[src/rv_pkg.sv]
package rv_pkg;

    localparam int XLEN       = 32;
    localparam int REG_COUNT  = 32;
    localparam int REG_ADDR_W = 5;

    // major opcodes of the supported subset
    typedef enum logic [6:0] {
        OPC_LOAD   = 7'b0000011,
        OPC_STORE  = 7'b0100011,
        OPC_OP     = 7'b0110011,
        OPC_OP_IMM = 7'b0010011,
        OPC_BRANCH = 7'b1100011,
        OPC_SYSTEM = 7'b1110011
    } opcode_e;

    typedef enum logic [3:0] {
        ALU_ADD,
        ALU_SUB,
        ALU_AND,
        ALU_OR,
        ALU_XOR,
        ALU_SLL,
        ALU_SRL,
        ALU_SRA,
        ALU_SLT,
        ALU_SLTU
    } alu_op_e;

    typedef enum logic [2:0] {
        BR_NONE,   // not a branch
        BR_EQ,
        BR_NE,
        BR_LT,
        BR_GE,
        BR_LTU,
        BR_GEU
    } br_op_e;

    typedef enum logic [1:0] {
        OP2_RS2,
        OP2_IMM_I,
        OP2_IMM_S
    } op2_sel_e;

    typedef enum logic {
        WB_ALU,
        WB_MEM
    } wb_sel_e;

endpackage

[src/core_if.sv]
`timescale 1ns/1ps

// decoded control for the current instruction
interface ctrl_if;
    import rv_pkg::*;

    alu_op_e                 alu_op;
    br_op_e                  br_op;
    op2_sel_e                op2_sel;
    wb_sel_e                 wb_sel;
    logic                    mem_wen;
    logic                    rf_wen;
    logic                    is_ecall;
    logic [REG_ADDR_W-1:0]   rs1_addr;
    logic [REG_ADDR_W-1:0]   rs2_addr;
    logic [REG_ADDR_W-1:0]   rd_addr;

    modport dec (output alu_op, br_op, op2_sel, wb_sel, mem_wen, rf_wen, is_ecall,
                        rs1_addr, rs2_addr, rd_addr);
    modport dp (input op2_sel, wb_sel, mem_wen, rf_wen, is_ecall,
                      rs1_addr, rs2_addr, rd_addr);
    modport ex (input alu_op, br_op);
endinterface

interface rf_if;
    import rv_pkg::*;

    logic [REG_ADDR_W-1:0]   rs1_addr;
    logic [REG_ADDR_W-1:0]   rs2_addr;
    logic [XLEN-1:0]         rs1_data;
    logic [XLEN-1:0]         rs2_data;
    logic                    wen;
    logic [REG_ADDR_W-1:0]   waddr;
    logic [XLEN-1:0]         wdata;

    modport core (output rs1_addr, rs2_addr, wen, waddr, wdata, input rs1_data, rs2_data);
    modport rf (input rs1_addr, rs2_addr, wen, waddr, wdata, output rs1_data, rs2_data);
endinterface

[src/inst_decoder.sv]
`timescale 1ns/1ps

module inst_decoder (
    input  logic [rv_pkg::XLEN-1:0] inst_i,
    ctrl_if.dec                     ctrl
);
    import rv_pkg::*;

    opcode_e    opcode;
    logic [2:0] funct3;
    logic [6:0] funct7;

    assign opcode = opcode_e'(inst_i[6:0]);
    assign funct3 = inst_i[14:12];
    assign funct7 = inst_i[31:25];

    // register fields sit at fixed positions for every format
    assign ctrl.rs1_addr = inst_i[19:15];
    assign ctrl.rs2_addr = inst_i[24:20];
    assign ctrl.rd_addr  = inst_i[11:7];

    always_comb begin
        // defaults leave an unknown word harmless
        ctrl.alu_op   = ALU_ADD;
        ctrl.br_op    = BR_NONE;
        ctrl.op2_sel  = OP2_RS2;
        ctrl.wb_sel   = WB_ALU;
        ctrl.mem_wen  = 1'b0;
        ctrl.rf_wen   = 1'b0;
        ctrl.is_ecall = 1'b0;

        case (opcode)
            OPC_LOAD: begin
                if (funct3 == 3'b010) begin   // lw only
                    ctrl.op2_sel = OP2_IMM_I;
                    ctrl.wb_sel  = WB_MEM;
                    ctrl.rf_wen  = 1'b1;
                end
            end
            OPC_STORE: begin
                if (funct3 == 3'b010) begin   // sw only
                    ctrl.op2_sel = OP2_IMM_S;
                    ctrl.mem_wen = 1'b1;
                end
            end
            OPC_OP: begin
                if (funct7 == 7'b0000000) begin
                    ctrl.rf_wen = 1'b1;
                    case (funct3)
                        3'b000:  ctrl.alu_op = ALU_ADD;
                        3'b001:  ctrl.alu_op = ALU_SLL;
                        3'b010:  ctrl.alu_op = ALU_SLT;
                        3'b011:  ctrl.alu_op = ALU_SLTU;
                        3'b100:  ctrl.alu_op = ALU_XOR;
                        3'b101:  ctrl.alu_op = ALU_SRL;
                        3'b110:  ctrl.alu_op = ALU_OR;
                        default: ctrl.alu_op = ALU_AND;
                    endcase
                end else if (funct7 == 7'b0100000) begin
                    if (funct3 == 3'b000) begin
                        ctrl.alu_op = ALU_SUB;
                        ctrl.rf_wen = 1'b1;
                    end else if (funct3 == 3'b101) begin
                        ctrl.alu_op = ALU_SRA;
                        ctrl.rf_wen = 1'b1;
                    end
                end
            end
            OPC_OP_IMM: begin
                ctrl.op2_sel = OP2_IMM_I;
                ctrl.rf_wen  = 1'b1;
                case (funct3)
                    3'b000: ctrl.alu_op = ALU_ADD;
                    3'b010: ctrl.alu_op = ALU_SLT;
                    3'b011: ctrl.alu_op = ALU_SLTU;
                    3'b100: ctrl.alu_op = ALU_XOR;
                    3'b110: ctrl.alu_op = ALU_OR;
                    3'b111: ctrl.alu_op = ALU_AND;
                    3'b001: begin
                        ctrl.alu_op = ALU_SLL;
                        ctrl.rf_wen = (funct7 == 7'b0000000);
                    end
                    default: begin   // srli / srai
                        ctrl.alu_op = funct7[5] ? ALU_SRA : ALU_SRL;
                        ctrl.rf_wen = (funct7 == 7'b0000000) || (funct7 == 7'b0100000);
                    end
                endcase
            end
            OPC_BRANCH: begin
                case (funct3)
                    3'b000:  ctrl.br_op = BR_EQ;
                    3'b001:  ctrl.br_op = BR_NE;
                    3'b100:  ctrl.br_op = BR_LT;
                    3'b101:  ctrl.br_op = BR_GE;
                    3'b110:  ctrl.br_op = BR_LTU;
                    3'b111:  ctrl.br_op = BR_GEU;
                    default: ctrl.br_op = BR_NONE;
                endcase
            end
            OPC_SYSTEM: begin
                ctrl.is_ecall = (inst_i[31:7] == '0);
            end
            default: ;
        endcase
    end

endmodule

[src/reg_file.sv]
`timescale 1ns/1ps

module reg_file (
    input  logic clk,
    input  logic rst_n,
    rf_if.rf     rf
);
    import rv_pkg::*;

    logic [XLEN-1:0] regs [REG_COUNT];

    always_ff @(posedge clk) begin
        if (!rst_n) begin
            for (int i = 0; i < REG_COUNT; i++) begin
                regs[i] <= '0;
            end
        end else if (rf.wen && (rf.waddr != '0)) begin   // x0 stays zero
            regs[rf.waddr] <= rf.wdata;
        end
    end

    // async read ports
    assign rf.rs1_data = (rf.rs1_addr == '0) ? '0 : regs[rf.rs1_addr];
    assign rf.rs2_data = (rf.rs2_addr == '0) ? '0 : regs[rf.rs2_addr];

endmodule

[src/alu.sv]
`timescale 1ns/1ps

module alu (
    ctrl_if.ex                      ctrl,
    input  logic [rv_pkg::XLEN-1:0] op1_i,
    input  logic [rv_pkg::XLEN-1:0] op2_i,
    output logic [rv_pkg::XLEN-1:0] result_o,
    output logic                    br_taken_o
);
    import rv_pkg::*;

    logic [4:0] shamt;
    logic       lt_s;
    logic       lt_u;

    assign shamt = op2_i[4:0];
    assign lt_s  = $signed(op1_i) < $signed(op2_i);
    assign lt_u  = op1_i < op2_i;

    always_comb begin
        case (ctrl.alu_op)
            ALU_ADD:  result_o = op1_i + op2_i;
            ALU_SUB:  result_o = op1_i - op2_i;
            ALU_AND:  result_o = op1_i & op2_i;
            ALU_OR:   result_o = op1_i | op2_i;
            ALU_XOR:  result_o = op1_i ^ op2_i;
            ALU_SLL:  result_o = op1_i << shamt;
            ALU_SRL:  result_o = op1_i >> shamt;
            ALU_SRA:  result_o = XLEN'($signed(op1_i) >>> shamt);
            ALU_SLT:  result_o = {{(XLEN-1){1'b0}}, lt_s};
            ALU_SLTU: result_o = {{(XLEN-1){1'b0}}, lt_u};
            default:  result_o = '0;
        endcase
    end

    // branch compare shares the less-than logic
    always_comb begin
        case (ctrl.br_op)
            BR_EQ:   br_taken_o = (op1_i == op2_i);
            BR_NE:   br_taken_o = (op1_i != op2_i);
            BR_LT:   br_taken_o = lt_s;
            BR_GE:   br_taken_o = !lt_s;
            BR_LTU:  br_taken_o = lt_u;
            BR_GEU:  br_taken_o = !lt_u;
            default: br_taken_o = 1'b0;
        endcase
    end

endmodule

[src/rv_core.sv]
`timescale 1ns/1ps

module rv_core (
    input  logic                    clk,
    input  logic                    rst_n,
    output logic [rv_pkg::XLEN-1:0] imem_addr_o,
    input  logic [rv_pkg::XLEN-1:0] imem_data_i,
    output logic [rv_pkg::XLEN-1:0] dmem_addr_o,
    input  logic [rv_pkg::XLEN-1:0] dmem_rdata_i,
    output logic [rv_pkg::XLEN-1:0] dmem_wdata_o,
    output logic                    dmem_wen_o,
    output logic                    exit_o
);
    import rv_pkg::*;

    logic [XLEN-1:0] pc_q;
    logic [XLEN-1:0] pc_next;
    logic            halt_q;
    logic            halt;

    logic [XLEN-1:0] imm_i;
    logic [XLEN-1:0] imm_s;
    logic [XLEN-1:0] imm_b;
    logic [XLEN-1:0] op2;
    logic [XLEN-1:0] alu_result;
    logic            br_taken;

    ctrl_if ctrl ();
    rf_if   rf ();

    inst_decoder i_inst_decoder (
        .inst_i (imem_data_i),
        .ctrl   (ctrl)
    );

    reg_file i_reg_file (
        .clk   (clk),
        .rst_n (rst_n),
        .rf    (rf)
    );

    alu i_alu (
        .ctrl       (ctrl),
        .op1_i      (rf.rs1_data),
        .op2_i      (op2),
        .result_o   (alu_result),
        .br_taken_o (br_taken)
    );

    // sign-extended immediates
    assign imm_i = {{(XLEN-12){imem_data_i[31]}}, imem_data_i[31:20]};
    assign imm_s = {{(XLEN-12){imem_data_i[31]}}, imem_data_i[31:25], imem_data_i[11:7]};
    assign imm_b = {{(XLEN-13){imem_data_i[31]}}, imem_data_i[31], imem_data_i[7],
                    imem_data_i[30:25], imem_data_i[11:8], 1'b0};

    always_comb begin
        case (ctrl.op2_sel)
            OP2_IMM_I: op2 = imm_i;
            OP2_IMM_S: op2 = imm_s;
            default:   op2 = rf.rs2_data;
        endcase
    end

    assign rf.rs1_addr = ctrl.rs1_addr;
    assign rf.rs2_addr = ctrl.rs2_addr;

    // ecall halts in the cycle it is fetched
    assign halt = halt_q || ctrl.is_ecall;

    assign rf.wen   = ctrl.rf_wen && !halt;
    assign rf.waddr = ctrl.rd_addr;
    assign rf.wdata = (ctrl.wb_sel == WB_MEM) ? dmem_rdata_i : alu_result;

    assign pc_next = br_taken ? pc_q + imm_b : pc_q + XLEN'(4);

    always_ff @(posedge clk) begin
        if (!rst_n) begin
            pc_q   <= '0;
            halt_q <= 1'b0;
        end else begin
            if (ctrl.is_ecall) begin
                halt_q <= 1'b1;   // sticky until reset
            end
            if (!halt) begin
                pc_q <= pc_next;
            end
        end
    end

    assign imem_addr_o  = pc_q;
    assign dmem_addr_o  = alu_result;
    assign dmem_wdata_o = rf.rs2_data;
    assign dmem_wen_o   = ctrl.mem_wen && !halt && rst_n;
    assign exit_o       = halt && rst_n;   // held low through reset

endmodule

[config.mk]
export PLATFORM = sky130hd
export DESIGN_NAME = rv_core
export DESIGN_NICKNAME = d
export VERILOG_FILES = /design/src/rv_pkg.sv /design/src/core_if.sv /design/src/inst_decoder.sv /design/src/reg_file.sv /design/src/alu.sv /design/src/rv_core.sv
export SDC_FILE = /design/constraint.sdc
export NUM_CORES = 2
export LEC_CHECK = 0
export ABC_AREA = 0
export BUFFER_PORTS_ARGS = -buffer_cell sky130_fd_sc_hd__buf_2
export CORE_MARGIN = 2
export CORE_UTILIZATION = 40
export DETAILED_ROUTE_END_ITERATION = 6
export GPL_ROUTABILITY_DRIVEN = 0
export SLEW_MARGIN = 20
export SYNTH_ARGS = -nofsm -noshare
export SYNTH_HDL_FRONTEND = slang
export SYNTH_SLANG_ARGS = --single-unit
[constraint.sdc]
create_clock -name clk -period 8.25 [get_ports clk]
set_clock_uncertainty 0.2 [all_clocks]
set_input_delay 0.825 -clock clk [delete_from_list [all_inputs] [get_ports clk]]
set_output_delay 0.825 -clock clk [all_outputs]
set_load 0.01 [all_outputs]
==> run summary <==
Status: finished, violations left
Failing checks: DRC
Die width: 418.7 um
Total GRT Usage: 32.40%
Top cells by area, synth: edfxtp_1 (45%), mux4_2 (13%), nor2_1 (5.2%)
Max-slew violations: 0
Final ANT Viol Nets: 0
FFs w/ async S/R, synth: 0%
DRT Wirelength: 289.4 mm
Area growth syn-to-layout: 10.73%
Initial core utilization: 40.19%
TritonCTS clock tree: built
Vias/cell: 6.877
YS warnings: 0
Non-Filler Instances: 8,377
Fillcell total: 15,660
Worst Path Arrival: 7220 ps
Worst-case clock buffer depth: 3
Core ar.: 171,200 sq um
Slew headroom: 11.24%
Place WS: -99.03 ps
Worst setup margin: 7.373 ps
Static Leak: 28.17 nW
Layout Nets: 6,245
Cts hold-fix bufs: 0
Global-route wire length before repair: 407.7 mm
Endpoints failing hold: 0
Worst-path clk slew: 60 ps
Register area share after synthesis: 45.63%
Ys flop type: edfxtp_1
Max-Cap Viols: 0
Total Power: 0.01599 W
Netlist Area Pre-Place: 68,800 sq um
Initial antenna violation count: 22
Worst-path cell chain: buf_8 -> buf_12 -> buf_12 -> mux4_2 -> mux4_2 -> mux2_2 -> nand2_1 -> a21o_2 -> ha_1 -> nor2b_1 -> o21ai_0 -> a211oi_1 -> a311oi_1 -> buf_4 -> nand2b_1 -> and2_1 -> xnor2_1 -> nor2_1 -> nand4b_1 -> or2_2 -> buf_2
Critical path launch point type: input pin
Largest net degree at the start of global routing: 99
Setup Viol. Count Final: 0
Critical path peak fanout: 48
Crit-path max cell delay: 650 ps
FF+latch count, synth: 1,056
Buf/Inv on CP: 5
Root Driver: clkbuf_16
Initial DRC count: 9,575
Worst min-delay path class: in2reg
Clock sink count: 1,056
Vias in the first global route: 55,340
PD cells: 209.9 nW/um^2
Pre-antenna DRT Iters: 7
Yosys cell types: 123
Top delay family on crit path: simple AND/OR/NAND/NOR gates
Yosys top cell by area: edfxtp_1
Clk Latency, worst-skew pair: 760 ps
PortBufs: 162
# DRC: 575
Worst-Margin Slew: 1318 ps
Die footprint: 175,300 sq um
DP HPWL: 190.9 mm
Top-level I/O count: 164
Number of synthesized flops with an enable pin: 1,024
Crit path kind: in2out
Post-synthesis area per instance: 11.47 sq um
Layout cells sized above 1: 21.68%
Routed via count: 57,610
Max IR drop VDD: 0.1788 mV
Area post-placement: 72,580 sq um
Die height: 418.7 um
Gr ovfl total: 0
Share of the synthesized area in the top cell type: 44.70%
Worst Setup End Kind: output port
Routed length per instance: 34.55 um
Mapped Cells: 5,999
Final min period: 8243 ps
CP Data Required Time: 7220 ps
Finished Cell Area: 76,180 sq um
CTS Buf Count: 107
Slowest CP cell: nor2_1
Placed cell count: 8,168
Period Utilization, post-route: 99.91%
Std-Cell Rows: 152
Upper clock frequency limit: 121.3 MHz
H-tree depth: 3
path summary, 6_finish.rpt:
kind	from	end	slack, ps	cells past startpoint
hold / removal	rst_n	imem_addr_o[7]	240	2
setup reg to reg	i_reg_file.regs[23][4]	i_reg_file.regs[29][19]	1310	20
hold reg to reg	imem_addr_o[16]	imem_addr_o[16]	350	2
setup / recovery	imem_data_i[21]	dmem_addr_o[0]	7	21
cell families after synthesis:
kind of cell	share of synthesized area, %
AOI/OAI and AO/OA	12.57
muxes	20.19
buffers and inverters	5.621
DFF	45.63
other	0.005451
xor gates and xnor gates	0.4328
adders and majority gates	2.470
and+or+nand+nor	13.09
layout make-up:
cell class | instances | area (sq um) | share of cell area [%]
well taps | 2233 | 2794 | 3.668
clock inverters | 71 | 693.2 | 0.9099
flip-flops and latches | 1056 | 31390 | 41.20
diodes | 13 | 32.53 | 0.04270
multi-input cells | 4237 | 34300 | 45.02
clock buffers | 124 | 2763 | 3.626
repair buffers | 500 | 3671 | 4.819
inverters | 143 | 538.0 | 0.7062
state kept, by name, summed over array words and instances, names as in the netlist:
register         count
halt_q               1
imem_addr_o         31
i_reg_file.regs   1024
layer usage:
layer / wire (um) / track usage [%] / vias up / part of all wire [%]
met5: 218 / 0.6391 / - / 0.075
met1: 100600 / 39.98 / 28400 / 35
li1: - / - / 23180 / -
met3: 41080 / 11.17 / 1262 / 14
met4: 21720 / 20.57 / 24 / 7.5
met2: 125800 / 48.44 / 4739 / 43
per-stage QoR:
step                hold slack, ps  setup TNS, ps  util (%)
floorplan                    323.3              0         -
global placement             338.3         -139.1     42.39
detailed placement           347.9         -189.6     42.40
CTS                          189.0              0     44.42
global route                 226.7         -4.160     44.49
finish                       236.1              0     44.51
where the power goes:
part | switching [W] | internal [W]
clock | 0.00221 | 0.00274
combinational | 0.00336 | 0.00153
sequential | 0.0000942 | 0.00605
synth_stat cells, drive strengths merged (12+ instances only):
library cell / instances
and2: 27
o21ai: 193
o211a: 12
o221ai: 17
nand2b: 25
xnor2: 21
a2111oi: 19
or3: 31
clkbuf: 332
ha: 131
mux4: 438
dfxtp: 32
xor2: 13
o21bai: 26
o22ai: 46
nand2: 308
mux2i: 348
nor2: 977
a31oi: 35
a22oi: 123
o21a: 21
inv: 141
nor3: 210
a21o: 66
nand3: 139
or2: 25
edfxtp: 1024
a221oi: 24
and3: 41
nor4: 20
o2111ai: 15
o211ai: 79
a22o: 24
nand4: 42
a21oi: 239
a211o: 26
buf: 258
mux2: 36
a211oi: 143
nor2b: 59
o31ai: 25
layout by cell type (no fill, tap or decap), drive strengths merged, types with 66 or more instances in the layout:
cell type / count
nor2: 977
ha: 131
a211oi: 143
nor3: 210
nand2: 308
a22oi: 123
a21oi: 239
a21o: 66
clkbuf: 124
mux2i: 348
edfxtp: 1024
o211ai: 79
mux4: 438
buf: 500
o21ai: 193
nand3: 139
inv: 143
timing repair:
action | CTS | global route
pin swaps | 0 | 2
setup endpoints to repair | 2 | 12
setup buffers | 0 | 1
resized for setup | 1 | 17
hold endpoints to repair | 0 | 0
Power figures use the tool's default switching activity.
